[src/memsys_pkg.sv]
package memsys_pkg;

    // ------------------------------------------------------------------------
    // widths
    // ------------------------------------------------------------------------
    localparam int DATA_W = 32;            // bus and memory word
    localparam int ADDR_W = 16;            // apb byte address
    localparam int STRB_W = DATA_W / 8;    // one strobe per byte lane

    // ------------------------------------------------------------------------
    // apb completer port
    // ------------------------------------------------------------------------
    // requester side, held stable from setup to completion
    typedef struct packed {
        logic              psel;
        logic              penable;
        logic              pwrite;
        logic [ADDR_W-1:0] paddr;
        logic [DATA_W-1:0] pwdata;
        logic [STRB_W-1:0] pstrb;
    } apb_req_t;

    // completer side
    typedef struct packed {
        logic              pready;
        logic              pslverr;
        logic [DATA_W-1:0] prdata;     // zero unless a read completes
    } apb_rsp_t;

    // ------------------------------------------------------------------------
    // internal
    // ------------------------------------------------------------------------
    // one bank command, enables active low like the bram
    typedef struct packed {
        logic              we_n;
        logic              re_n;
        logic [STRB_W-1:0] be;         // byte lanes to write
        logic [ADDR_W-1:0] addr;       // word index, bank takes low bits
        logic [DATA_W-1:0] wdata;
    } bank_cmd_t;

    // decoder to merger, valid in the access phase
    typedef struct packed {
        logic start;                   // first access cycle
        logic rd;                      // read transfer
        logic bank;                    // 0 program, 1 data
        logic err;                     // misaligned or out of range
    } xfer_info_t;

endpackage

[src/apb_resp_merge.sv]
`timescale 1ns/1ps

// apb completion
// writes and errors answer on start, reads one cycle later from the bank

module apb_resp_merge (
    input  logic                          clk_i,
    input  logic                          rst_i,
    input  memsys_pkg::xfer_info_t        info_i,
    input  logic [memsys_pkg::DATA_W-1:0] bank0_data_i,
    input  logic [memsys_pkg::DATA_W-1:0] bank1_data_i,
    output memsys_pkg::apb_rsp_t          rsp_o
);

    logic pend_q;                                   // read issued, data next cycle
    logic bank_q;                                   // bank that owns the read
    logic rd_go;                                    // valid read starting now
    logic fast_done;                                // write or error completes now

    logic [memsys_pkg::DATA_W-1:0] rd_data;

    // ------------------------------------------------------------------------
    // start classification
    // ------------------------------------------------------------------------
    assign rd_go     = info_i.start & info_i.rd & ~info_i.err;
    assign fast_done = info_i.start & (~info_i.rd | info_i.err);

    // ------------------------------------------------------------------------
    // pending read
    // ------------------------------------------------------------------------
    always_ff @(posedge clk_i) begin
        if (rst_i) begin
            pend_q <= 1'b0;
            bank_q <= 1'b0;
        end else begin
            pend_q <= rd_go;                        // single cycle, never stalls
            if (rd_go) begin
                bank_q <= info_i.bank;
            end
        end
    end

    // ------------------------------------------------------------------------
    // response
    // ------------------------------------------------------------------------
    // bank output is registered, valid the cycle after re_n
    assign rd_data = bank_q ? bank1_data_i : bank0_data_i;

    always_comb begin
        rsp_o.pready  = fast_done | pend_q;
        rsp_o.pslverr = fast_done & info_i.err;     // write completes clean
        rsp_o.prdata  = pend_q ? rd_data : '0;      // zero on writes and errors
    end

    // requester must wait for pready before the next transfer
    a_no_overlap : assert property (
        @(posedge clk_i) disable iff (rst_i)
        pend_q |-> !info_i.start
    ) else $error("apb_resp_merge: new transfer while a read is pending");

endmodule

[config.mk]
export PLATFORM = sky130hd
export DESIGN_NAME = apb_resp_merge
export DESIGN_NICKNAME = d
export VERILOG_FILES = /design/src/memsys_pkg.sv /design/src/apb_resp_merge.sv
export SDC_FILE = /design/constraint.sdc
export NUM_CORES = 1
export LEC_CHECK = 0
export BUFFER_PORTS_ARGS = -buffer_cell sky130_fd_sc_hd__buf_2
export CAP_MARGIN = 20
export CORE_UTILIZATION = 29
export DETAILED_ROUTE_END_ITERATION = 8
export PLACE_DENSITY = 0.8
export SLEW_MARGIN = 20
export SYNTH_ARGS = -nofsm -noshare
export SYNTH_HDL_FRONTEND = slang
export SYNTH_SLANG_ARGS = --single-unit
[constraint.sdc]
create_clock -name clk_i -period 1.65 [get_ports clk_i]
set_clock_uncertainty 0.2 [all_clocks]
set_input_delay 0.2475 -clock clk_i [delete_from_list [all_inputs] [get_ports clk_i]]
set_output_delay 0.2475 -clock clk_i [all_outputs]
set_load 0.01 [all_outputs]
==> summary.txt <==
first-pass detailed-route iteration total: 3
Seq cells post-synth: 2
post-route minimum period: 1621 ps
Syn-to-layout area delta: 82.94%
cts hold-fix bufs: 0
Inserted Diodes: 0
Die Area: 0.002603 mm2
Sink Count: 2
Place WS: 252.5 ps
Synth top area share: 47.40%
ys async rst share: 0%
syn_nets: 151
worst slew pin tran: 240.8 ps
Max-Cap Viols: 0
CTS buffer count: 3
Yosys Warn Count: 0
IR drop worst, VDD: 0.2719 mV
Cells after Synth: 81
Switching Share: 28.96%
vias: 936
I/O pin count: 104
WS Path Type: reg -> out
Routed Antenna Nets: 0
total power: 352.2 uW
H-Tree Depth: 1
Total GRT Usage: 15.70%
most numerous cell in the Yosys netlist: mux2i_1
Clock Path Buffers: 2
Worst-path clk slew: 30 ps
Hold Fails Final Rpt: 0
Syn Std Cell Area: 696.9 um2
Clk pwr share: 30.0%
port bufs: 103
Synth cell types: 11
detail-routed via count per cell: 4.415
PnR worst setup slack: 29.13 ps
Sum Neg Setup Slack: 0 ps
syn_area_per_cell: 8.604 um2
share of cells above drive strength 1: 61.96%
first-pass GRT wire length: 3063 um
Synth area leaders: mux2i_1, nor2b_1, buf_12, dfxtp_1, nand2b_1
Starting Density: 31.20%
worst-path fanout max: 9
largest net degree at the start of global routing: 34
top_reg_cell synth: dfxtp_1
setup bufs post-CTS: 0
die width: 51.02 um
PD cells: 276.2 mW/mm2
power share of the combinational group: 55.4%
Post-Route WL: 2179 um
DRC errors left: 0
Final setup violation count: 0
Hold Path Class: in -> reg
critical path launch point type: flop
CTS tree: yes
GP Congestion: 0.7172
Critical Path AT: 1170 ps
clock latency on the worst-skew pair: 220 ps
placed cell count: 208
root buf cell: clkbuf_4
Rows: 17
initial antenna violation count: 0
fin crit share: 98.23%
RSZ-0062 raised after global routing: yes
Reg power frac: 14.6%
Yosys top cell by area: mux2i_1
drt wl/cell: 10.28 um
Crit path required time: 1200 ps
final design utilization: 57.09%
DR iter-0 viols: 2
CORE AREA: 0.002233 mm2
fmax: 617.0 MHz
Internal: 250.2 uW
worst relative slew slack: 83.94%
Final Slew Violations: 0
net switching power: 102.0 uW
Leak: 0.6936 nW
EDFF count, synth: 0
post-layout instance count excluding filler cells: 212
vias in the first global route: 788
flop-to-flop setup slack: 650 ps
total gr overflow: 0
sequential area share after synthesis: 5.745%
list of most frequent post-synthesis cells: mux2i_1, nor2b_1, buf_12, clkbuf_1, nand2b_1
status: finished, final reports clean
Die Ht: 51.02 um
Nets: 256
crit end category: output port
==> per-stage QoR <==
step	hold WS (ps)	cell area, um2
6_report	18.58	1275
3_5_place_dp	238.3	1214
2_1_floorplan	119.9	696.9
4_1_cts	3.865	1236
5_1_grt	8.620	1275
3_3_place_gp	229.9	1214
==> critical path, stage by stage, from the launching register on <==
cell     delay [ps]
dfxtp_4         380
buf_12          150
mux2i_2         210
nor2b_1          70
buf_2           140
==> state kept, by name, indices dropped and copies added, names as in the netlist <==
signal,cells
pend_q,1
bank_q,1
==> repair_timing <==
action                                  CTS  global route
endpoints found under the hold margin     0             0
resized for setup                         0             4
endpoints found under the setup margin    0            24
==> power by group through the flow <==
stage               logic [mW]  clock network, mW  registers (mW)
floorplan               0.0920                  0          0.0517
global placement         0.184                  0          0.0524
detailed placement       0.187                  0          0.0525
CTS                      0.188              0.114          0.0519
global route             0.211              0.120          0.0518
finish                   0.195              0.106          0.0514
==> per-layer routing <==
metal | GRT usage, % | up-vias | share of wire (%)
met5 | 0 | - | 0
met4 | 6.944 | 0 | 0.78
met3 | 4.167 | 2 | 8.9
met2 | 31.58 | 53 | 53
met1 | 14.26 | 401 | 38
li1 | - | 480 | -
==> kinds of logic after synthesis <==
group | count (synthesis) | share of synthesized area, %
AO/OA/AOI/OAI | 1 | 1.078
buffers and inverters | 7 | 11.85
multiplexers | 33 | 47.40
flip-flops | 2 | 5.745
AND/OR/NAND/NOR | 38 | 33.93
==> path summary, 6_finish.rpt <==
path                                           from             endpoint  cells after the start
worst max register to register  bank_q$_SDFFE_PP0P_  bank_q$_SDFFE_PP0P_                      3
worst min register to register  bank_q$_SDFFE_PP0P_  bank_q$_SDFFE_PP0P_                      3
worst min-delay path                          rst_i    pend_q$_SDFF_PP0_                      2
worst max-delay path            bank_q$_SDFFE_PP0P_            rsp_o[10]                      4
==> cell usage in the layout, fill, tap and decap left out <==
cell       synthesis  layout
dfxtp_1            2       1
buf_12             3       2
buf_4              0       1
dfxtp_4            0       1
a21o_1             1       1
nor2b_1           32      32
buf_2              0     103
mux2i_1           33      30
clkbuf_16          0       1
nand2b_1           3       3
clkbuf_4           0       3
and2_1             1       1
mux2i_2            0       3
nor2_1             1       1
nand3b_1           1       1
==> area by class of cell <==
cell class,instances,area (um2)
fill,218,958.4
timing repair buffer,107,588.1
multi-input combinational,72,585.6
sequential,2,43.79
tap,28,35.03
clock buffer,3,22.52
Note: power is estimated with default switching activity, not from simulation.
