$ cat src/memsys_pkg.sv
package memsys_pkg;

    // ------------------------------------------------------------------------
    // widths
    // ------------------------------------------------------------------------
    localparam int DATA_W = 32;            // bus and memory word
    localparam int ADDR_W = 16;            // apb byte address
    localparam int STRB_W = DATA_W / 8;    // one strobe per byte lane

    // ------------------------------------------------------------------------
    // apb completer port
    // ------------------------------------------------------------------------
    // requester side, held stable from setup to completion
    typedef struct packed {
        logic              psel;
        logic              penable;
        logic              pwrite;
        logic [ADDR_W-1:0] paddr;
        logic [DATA_W-1:0] pwdata;
        logic [STRB_W-1:0] pstrb;
    } apb_req_t;

    // completer side
    typedef struct packed {
        logic              pready;
        logic              pslverr;
        logic [DATA_W-1:0] prdata;     // zero unless a read completes
    } apb_rsp_t;

    // ------------------------------------------------------------------------
    // internal
    // ------------------------------------------------------------------------
    // one bank command, enables active low like the bram
    typedef struct packed {
        logic              we_n;
        logic              re_n;
        logic [STRB_W-1:0] be;         // byte lanes to write
        logic [ADDR_W-1:0] addr;       // word index, bank takes low bits
        logic [DATA_W-1:0] wdata;
    } bank_cmd_t;

    // decoder to merger, valid in the access phase
    typedef struct packed {
        logic start;                   // first access cycle
        logic rd;                      // read transfer
        logic bank;                    // 0 program, 1 data
        logic err;                     // misaligned or out of range
    } xfer_info_t;

endpackage

$ cat src/apb_decoder.sv
`timescale 1ns/1ps

// apb front end
// address map: [1:0] byte offset, [WORDS+1:2] word, [WORDS+2] bank, above must be 0

module apb_decoder #(
    parameter int WORDS = 10
) (
    input  logic                   clk_i,
    input  logic                   rst_i,
    input  memsys_pkg::apb_req_t   req_i,
    output memsys_pkg::bank_cmd_t  bank0_cmd_o,
    output memsys_pkg::bank_cmd_t  bank1_cmd_o,
    output memsys_pkg::xfer_info_t info_o
);

    localparam int BANK_BIT = WORDS + 2;            // first bit above the word index

    logic access;                                   // psel and penable
    logic seen_q;                                   // access phase already started
    logic first;                                    // first access cycle
    logic complete;                                 // transfer finishes this cycle
    logic misaligned;
    logic out_of_range;
    logic err;
    logic bank_sel;
    logic go;                                       // valid transfer, issue command
    logic issued;                                   // some bank commanded this cycle

    // ------------------------------------------------------------------------
    // phase tracking
    // ------------------------------------------------------------------------
    assign access = req_i.psel & req_i.penable;
    assign first  = access & ~seen_q;

    // writes and errors end on the first access cycle, reads on the second
    assign complete = (first & (req_i.pwrite | err)) | (access & seen_q);

    always_ff @(posedge clk_i) begin
        if (rst_i) begin
            seen_q <= 1'b0;
        end else if (complete || !access) begin
            seen_q <= 1'b0;                         // ready for the next setup
        end else if (first) begin
            seen_q <= 1'b1;                         // read waits one more cycle
        end
    end

    // ------------------------------------------------------------------------
    // address checks
    // ------------------------------------------------------------------------
    assign misaligned   = |req_i.paddr[1:0];
    assign out_of_range = |(req_i.paddr >> (BANK_BIT + 1));
    assign err          = misaligned | out_of_range;
    assign bank_sel     = req_i.paddr[BANK_BIT];

    assign go = first & ~err;                       // errors never reach a bank

    // ------------------------------------------------------------------------
    // bank commands
    // ------------------------------------------------------------------------
    // shared fields, only the enables differ
    always_comb begin
        bank0_cmd_o.addr  = req_i.paddr >> 2;       // word index
        bank0_cmd_o.be    = req_i.pstrb;
        bank0_cmd_o.wdata = req_i.pwdata;
        bank0_cmd_o.we_n  = ~(go & req_i.pwrite & ~bank_sel);
        bank0_cmd_o.re_n  = ~(go & ~req_i.pwrite & ~bank_sel);

        bank1_cmd_o       = bank0_cmd_o;
        bank1_cmd_o.we_n  = ~(go & req_i.pwrite & bank_sel);
        bank1_cmd_o.re_n  = ~(go & ~req_i.pwrite & bank_sel);
    end

    // report to the merger
    assign info_o.start = first;
    assign info_o.rd    = ~req_i.pwrite;
    assign info_o.bank  = bank_sel;
    assign info_o.err   = err;

    // ------------------------------------------------------------------------
    // checks
    // ------------------------------------------------------------------------
    assign issued = !bank0_cmd_o.we_n || !bank0_cmd_o.re_n ||
                    !bank1_cmd_o.we_n || !bank1_cmd_o.re_n;

    // one command per transfer, neither bank again in the next cycle
    a_one_bank : assert property (
        @(posedge clk_i) disable iff (rst_i)
        issued |=> !issued
    ) else $error("apb_decoder: banks commanded twice in one transfer");

    // access phase only ever follows a selected setup
    a_penable_psel : assert property (
        @(posedge clk_i) disable iff (rst_i)
        $rose(req_i.penable) |-> req_i.psel
    ) else $error("apb_decoder: penable rose without psel");

endmodule

$ cat config.mk
export PLATFORM = sky130hd
export DESIGN_NAME = apb_decoder
export DESIGN_NICKNAME = d
export VERILOG_FILES = /design/src/memsys_pkg.sv /design/src/apb_decoder.sv
export SDC_FILE = /design/constraint.sdc
export NUM_CORES = 1
export LEC_CHECK = 0
export BUFFER_PORTS_ARGS = -buffer_cell sky130_fd_sc_hd__clkbuf_2
export CORE_AREA = 2 2 66 68
export DETAILED_ROUTE_END_ITERATION = 6
export DIE_AREA = 0 0 68 70
export GPL_ROUTABILITY_DRIVEN = 0
export PLACE_DENSITY_LB_ADDON = 0.15
export SYNTH_ARGS = -nofsm -noshare
export SYNTH_HDL_FRONTEND = slang
export SYNTH_SLANG_ARGS = --single-unit
$ cat constraint.sdc
create_clock -name clk_i -period 1.45 [get_ports clk_i]
set_clock_uncertainty 0.15 [all_clocks]
set_input_delay 0.29 -clock clk_i [delete_from_list [all_inputs] [get_ports clk_i]]
set_output_delay 0.29 -clock clk_i [all_outputs]
set_load 0.02 [all_outputs]
==> results of run 1 <==
kinds of logic (layout without fill, tap and decap cells):
logic type | after synthesis | count (layout) | synth area share
buffers and inverters | 108 | 30 | 0.879
DFF | 1 | 1 | 0.0218
and+or+nand+nor | 12 | 12 | 0.0954
other | 1 | 4 | 0.00408
layer usage:
metal | track usage | part of all wire | vias up
li1 | - | - | 115
met3 | 0.0290 | 0.32 | 20
met4 | 0.0289 | 0.070 | 0
met1 | 0.0117 | 0.21 | 117
met5 | 0 | 0 | -
met2 | 0.0529 | 0.40 | 54
power breakdown:
| group | switching (mW) | internal, mW |
|---|---|---|
| Clock | 0 | 0 |
| Sequential | 0.0000234 | 0.0281 |
| Combinational | 0.0542 | 0.0347 |
| Total | 0.0542 | 0.0628 |
stage by stage:
| stage | util | total power, mW | TNS (ns) |
|---|---|---|---|
| 3_5_place_dp | 0.0830 | 0.113 | -0.345 |
| 4_1_cts | 0.0830 | 0.113 | -0.346 |
| 5_1_grt | 0.0885 | 0.126 | -0.629 |
| 6_report | 0.0885 | 0.117 | -0.286 |
| 2_1_floorplan | - | 0.468 | 0 |
| 3_3_place_gp | 0.0830 | 0.115 | -0.403 |
worst min-delay path by stage:
stage | endpoint | slack, ns | depth (start not counted)
after floorplan | seen_q | 0.34 | 2
after CTS | bank0_cmd_o[18] | 0.43 | 0
after detailed placement | bank0_cmd_o[18] | 0.43 | 0
after global routing | bank1_cmd_o[6] | 0.43 | 0
after global placement | bank0_cmd_o[18] | 0.43 | 0
final | bank0_cmd_o[37] | 0.43 | 0
worst register-to-register path, delay by kind of cell, from the launching register on:
kind          cells  cell delay, ns
flops             1            0.30
simple gates      2            0.43
area by class of cell:
class / instances / area [um^2]
tap: 52 / 65.1
multi-input combinational: 16 / 103
timing repair buffer: 29 / 175
inverter: 1 / 3.75
fill: 490 / 3780
sequential: 1 / 20.0
what timing repair did:
item,in CTS,in global routing
pin swaps,0,3
gates resized for setup,0,14
endpoints found under the setup margin,5,5
==> out/summary.txt, run 1 <==
Port bufs = 26
Skew-Pair Late Insertion Delay = 0 ns
Cell family with the largest share of critical-path delay = simple AND/OR/NAND/NOR gates
Worst setup startpoint = req_i[49]
DP Cell Count = 99
Synth area leaders = buf_4 87%, nor4_4 2.3%, dfxtp_1 2.2%, and4bb_2 1.4%, nand4_1 1.4%
Post-DR vias/cell = 3.09
Die area = 4760 um^2
Final #Nets = 106
Seq cells post-synth = 1
Initial core utilization = 0.222
Setup crit end kind = output pin
Worst-path maximum fanout = 6
Reg2reg end = seen_q
Critical path buffers and inverters = 2
Max FFs per register = 1
Slew Viols, Final = 0
TritonRoute pass-1 iters = 1
WL final = 1000 um
Cell Chain, Critical Path = buf_8, nor4_4, nand4b_1, buf_6
Most common cell after layout, fill and taps aside = clkbuf_2
Asr flop ratio synth = 0
Failing checks = setup timing
Slowest stage cell on the critical path = nor4_4
Fin crit share = 1.06
Max incr delay on CP = 0.39 ns
Die Ht = 70 um
Vias = 306
R2R setup slack = 0.45 ns
Setup Slack @ Placement = -0.0873 ns
Yosys Warn Count = 0
Cts hold-fix bufs = 0
Count leader, synth = buf_4
Worst min path class = input pin to output pin
Worst path depth = 4
Pleak = 0.172 nW
Final setup margin = -0.0812 ns
First-pass GRT wire length = 1170 um
Layout cells sized above 1 = 0.660
Post-synth top area share = 0.875
Worst IR Drop VDD = 0.0444 mV
Number of diodes = 0
Post-Syn Instances = 122
Antenna violations before repair = 0
Critical path arrival = 1.09 ns
Antenna viol nets, final = 0
RSZ-0062 raised after global routing = true
I/O pin cnt = 169
Reg2Reg Launch Point = seen_q
Synth cell types = 13
Initial DRC count = 0
Status = finished, violations left
Main synth FF type = dfxtp_1
Core Box Area = 4140 um^2
P per Cell Area = 319 nW/um^2
Max Freq = 653 MHz
Hold path startpoint = req_i[43]
Final setup fails = 5
MaxCap Viol Count = 0
Worst setup path endpoint = bank0_cmd_o[53]
Placed cell area = 344 um^2
Synthesized cell area = 918 um^2
Post-route cell area = 367 um^2
Die X = 68 um
Top post-synthesis cells by count = 107 x buf_4, 3 x nor2_1, 2 x nand4_1
Largest net degree at the start of global routing = 8
WP data required = 1.01 ns
Vias in the first global route = 251
# rows = 24
Minimum clock period = 1.53 ns
Sequential share of the synthesized area = 0.0218
DRC = 0
Tot GR Track Use = 0.0297
Drt wl/cell = 10.1 um
Startpoint Class = input pin
R2R cell count = 2
Post-synth top area cell = buf_4
Setup Fix Bufs, Post-CTS = 0
Largest regs = seen_q: 1 flops
Most flop-heavy register = seen_q
Post-synth EDFFs = 0
Area Growth Syn to Fin = -60.1%
Crit path kind = input pin to output pin
Hold Fails Final Rpt = 0
Min Hold Slack = 0.430 ns
Total gr overflow = 0
Mapped Avg Cell Area = 7.53 um^2
Commonest non-fill, non-tap cells in the layout = 19 x clkbuf_2, 4 x conb_1, 4 x buf_2
Final cell count without fillers = 99
Note: power is estimated with default switching activity, not from simulation.
==> inputs of run 2 (changes only) <==
Settings changed: ABC_AREA from default to 1, SLEW_MARGIN from default to 40.
==> run 2 against run 1 <==
  * The run now ends clean
  * Worst hold slack got worse by 0.039 ns
  * Wire length rose by 29%
  * Global-route usage rose by 1.2 points
  * Combinational power rose by 7.0%
  * Via count rose by 12%
  * Register-to-register slack improved by 0.09 ns
  * Highest routed layer unchanged
  * Design area rose by 6.8%
  * Synthesized cell count rose by 4.9%
  * Total power rose by 5.2%
  * Area after synthesis rose by 0.54%
==> out/summary.txt, run 2 <==
Slowest stage cell on the critical path = buf_4
Count leader, synth = buf_4
Die area = 4760 um^2
Critical path buffers and inverters = 2
Top post-synthesis cells by count = 107 x buf_4, 6 x inv_1, 4 x nand4_1
Gate power share = 0.772
Final setup margin = 0.0319 ns
Hold Fails Final Rpt = 0
Cts hold-fix bufs = 0
Post-route cell area = 392 um^2
Skew-Pair Late Insertion Delay = 0 ns
Layout cells sized above 1 = 0.648
Tot GR Track Use = 0.0416
Sequential Power Share = 0.228
# rows = 24
Post-DR vias/cell = 3.23
Antenna viol nets, final = 0
Synth Area in Simple Gates = 0.0718
Antenna violations before repair = 0
Cell family with the largest share of critical-path delay = simple AND/OR/NAND/NOR gates
Area Growth Syn to Fin = -57.6%
Multi-input logic area = 109 um^2
Total gr overflow = 0
Vias = 342
Final setup fails = 0
Sw Share = 0.490
Worst path depth = 6
Hold path cells = 2
RSZ-0062 raised after global routing = true
Compound-Gate Fraction of Synth Area = 0.00813
Post-DP HPWL = 1130 um
Most common cell after layout, fill and taps aside = clkbuf_2
Status = complete, no violations
Met1 GRT Util = 0.0254
Synth Area in XOR/XNOR = 0
Seq cells post-synth = 1
Main synth FF type = dfxtp_1
Worst IR Drop VDD = 0.0453 mV
Sw Pwr = 0.0603 mW
Post-synth top area cell = buf_4
Crit path kind = input pin to output pin
Slew Viols, Final = 0
P per Cell Area = 314 nW/um^2
Largest family of logic cells by synthesized area = buffers and inverters
Max FFs per register = 1
Vias in the first global route = 306
Critical path arrival = 0.98 ns
Port bufs = 26
Max incr delay on CP = 0.17 ns
Pleak = 0.198 nW
Clock-pin slew on the worst setup and hold paths = 0 ns
TritonRoute pass-1 iters = 2
Asr flop ratio synth = 0
Clock share of power = 0
Fin crit share = 0.978
Hold path startpoint = seen_q
Core Box Area = 4140 um^2
Initial DRC count = 7
Reg2Reg Launch Point = seen_q
Core Util, Final = 0.0945
WL final = 1300 um
Met3 usage = 0.0225
Die Ht = 70 um
Synth cell types = 10
Setup_tns = 0 ns
Minimum clock period = 1.42 ns
Worst min path class = register to register
Post-synth top area share = 0.870
Worst setup startpoint = req_i[50]
R2R cell count = 3
Most flop-heavy register = seen_q
Yosys Warn Count = 0
Drt wl/cell = 12.2 um
Final #Nets = 113
Number of diodes = 0
MaxCap Viol Count = 0
GRT busiest layer = met2
Adder-cell area share of the yosys netlist = 0
Setup Slack @ Placement = -0.0170 ns
Die X = 68 um
Mapped Avg Cell Area = 7.21 um^2
Synth area leaders = buf_4 87%, nand4_1 2.7%, inv_1 2.4%, dfxtp_1 2.2%, nor2_2 1.4%
Largest regs = seen_q: 1 flops
Fillers = 498
Synthesized cell area = 923 um^2
Largest net degree at the start of global routing = 8
I/O pin cnt = 169
DRC = 0
Startpoint Class = input pin
Int Pwr = 0.0628 mW
Overall Power = 0.123 mW
Worst-path maximum fanout = 6
Post-Syn Instances = 128
Mux contribution to synthesized area = 0
Commonest non-fill, non-tap cells in the layout = 23 x clkbuf_2, 6 x inv_1, 5 x buf_4
Setup crit end kind = output pin
Placed cell area = 357 um^2
FF+latch area = 20.0 um^2
WP data required = 1.01 ns
Initial core utilization = 0.223
Post-synth EDFFs = 0
Max Freq = 705 MHz
Cell Chain, Critical Path = buf_6, nor2_4, nand2_2, nor2_4, nand4_1, buf_4
First-pass GRT wire length = 1570 um
Crit path top cell by count = nor2_4
Sequential share of the synthesized area = 0.0217
Met2 Use GR = 0.0647
## run 2: path summary, 6_finish.rpt
check,end,slack (ns)
worst max-delay path,bank0_cmd_o[53],0.03
worst min-delay path,seen_q,0.39
worst min register to register,seen_q,0.39
worst max register to register,seen_q,0.54
## run 2: final cells by class
class	count	area share
inverter	6	0.0575
multi-input combinational	17	0.278
sequential	1	0.0511
tap	52	0.166
timing repair buffer	30	0.447
## run 2: metal layers
layer	up-vias	share of wire
met1	137	0.22
met4	0	0.13
met3	36	0.22
met5	-	0
li1	130	-
met2	39	0.43
## run 2: cells by family (layout without fill, tap and decap cells)
logic type | Yosys count | after routing
buffers and inverters | 113 | 36
and+or+nand+nor | 12 | 12
other | 1 | 4
AOI/OAI and AO/OA | 1 | 1
DFF | 1 | 1
## run 2: tightest hold or removal path, stage by stage (launching register included)
cell and delay, ns:
dfxtp_1 0.31, o21bai_1 0.14, nor2_1 0.04
## run 2: stage by stage
stage	cells	hold WS (ns)
2_1_floorplan	131	0.306
3_3_place_gp	106	0.371
3_5_place_dp	106	0.373
4_1_cts	106	0.394
5_1_grt	106	0.413
6_report	106	0.391
## run 2: power by group through the flow
stage,registers (mW),clock network (mW),logic (mW)
6_report,0.0281,0,0.0950
5_1_grt,0.0281,0,0.103
4_1_cts,0.0281,0,0.0894
3_5_place_dp,0.0281,0,0.0875
3_3_place_gp,0.0281,0,0.0884
2_1_floorplan,0.0281,0,0.443
## run 2: timing repair
| item | 4_1_cts | 5_1_grt |
|---|---|---|
| resized for setup | 2 | 9 |
| setup endpoints to repair | 3 | 2 |
| buffers inserted | 0 | 0 |
| pin swaps | 0 | 4 |
==> inputs of run 3 (changes only) <==
Clock period 1.45 ns to 1.75 ns, I/O delays scaled along.
==> run 3 against run 2 <==
  * Setup slack improved by 0.11 ns
  * Via count down 7.6%
  * Flip-flop and latch count stayed put
  * Design area down 17%
  * Sequential share of layout area rose by 1.0 points
  * First-iteration DRC count fell by 57%
  * Largest power group unchanged
==> out/summary.txt, run 3 (synthesis gave the netlist of run 2 again) <==
Initial core utilization = 0.223
Final #Nets = 109
Antenna violations before repair = 0
Met3 usage = 0.0209
Met2 Use GR = 0.0766
Tot GR Track Use = 0.0442
Clock-pin slew on the worst setup and hold paths = 0 ns
Antenna viol nets, final = 0
WP data required = 1.25 ns
Setup_tns = 0 ns
Critical path arrival = 1.11 ns
Crit path top cell by count = clkbuf_2
Cts hold-fix bufs = 0
Met1 GRT Util = 0.0235
Post-DR vias/cell = 3.10
Slew Viols, Final = 0
Worst min path class = register to register
Fillers = 508
P per Cell Area = 274 nW/um^2
Core Util, Final = 0.0788
Max Freq = 622 MHz
Vias = 316
Cell Chain, Critical Path = clkbuf_2, nor2_1, nand2_1, nor2_2, nand4_1, clkbuf_2
Initial DRC count = 3
Largest regs = seen_q: 1 flops
Core Box Area = 4140 um^2
Area Growth Syn to Fin = -64.6%
Most flop-heavy register = seen_q
Largest net degree at the start of global routing = 8
Final setup fails = 0
Number of diodes = 0
GRT busiest layer = met2
Hold Fails Final Rpt = 0
Worst IR Drop VDD = 0.0404 mV
Skew-Pair Late Insertion Delay = 0 ns
Max incr delay on CP = 0.20 ns
Minimum clock period = 1.61 ns
Fin crit share = 0.919
Die X = 68 um
Vias in the first global route = 304
Pleak = 0.172 nW
Most common cell after layout, fill and taps aside = clkbuf_2
DRC = 0
MaxCap Viol Count = 0
Max FFs per register = 1
Commonest non-fill, non-tap cells in the layout = 26 x clkbuf_2, 6 x inv_1, 4 x nand4_1, 4 x conb_1, 3 x nand2_1
I/O pin cnt = 169
Layout cells sized above 1 = 0.580
DP Cell Count = 102
# rows = 24
Die Ht = 70 um
RSZ-0062 raised after global routing = false
Total gr overflow = 0
Startpoint Class = input pin
First-pass GRT wire length = 1610 um
Worst-path maximum fanout = 6
Post-CTS Resized = 0
Slowest stage cell on the critical path = nor2_2
Setup crit end kind = output pin
TritonRoute pass-1 iters = 2
Setup Fix Bufs, Post-CTS = 0
Die area = 4760 um^2
Final cell count without fillers = 102
Port bufs = 26
Status = complete, no violations
Crit path kind = input pin to output pin
WL final = 1330 um
Drt wl/cell = 13.1 um
[run 3: changes by cell type in the layout (fill, tap and decap cells not counted), sizes merged]
cell,change
buf,-7
clkbuf,+3
[run 3: area by class of cell]
cell class	count	area (um^2)	area share
repair buffers	26	130	0.398
multi-input cells	17	88.8	0.272
well taps	52	65.1	0.199
inverters	6	22.5	0.0690
flip-flops and latches	1	20.0	0.0613
[run 3: where the power goes]
group / switching [mW] / leakage, nW / total (mW) / internal, mW
Clock: 0 / 0 / 0 / 0
Combinational: 0.0465 / 0.164 / 0.0662 / 0.0197
Sequential: 0.00000773 / 0.00805 / 0.0233 / 0.0233
Total: 0.0465 / 0.172 / 0.0895 / 0.0430
[run 3: path summary, 6_finish.rpt]
kind	slack, ns	to	startpoint	cells past startpoint
min reg2reg	0.37	seen_q	seen_q	2
min	0.37	seen_q	seen_q	2
max reg2reg	0.76	seen_q	seen_q	3
max	0.14	bank0_cmd_o[52]	req_i[51]	6
[run 3: critical path, delay by kind of cell]
family                 cells  cell delay [ns]
buffers and inverters      2             0.28
and+or+nand+nor            4             0.48
[run 3: routing by layer]
metal  up-vias  wire [um]
li1        121          -
met1       118        276
met2        39        608
met3        38        280
met4         0        169
met5         -          0
[run 3: through the flow]
step                power (mW)  cell area (um^2)  hold slack, ns  setup WS (ns)
finish                  0.0895               327           0.370          0.141
global route            0.0967               327           0.419         0.0489
CTS                     0.0915               327           0.370          0.125
detailed placement      0.0914               327           0.370          0.130
global placement        0.0918               327           0.375          0.127
floorplan                0.390               935           0.355          0.335
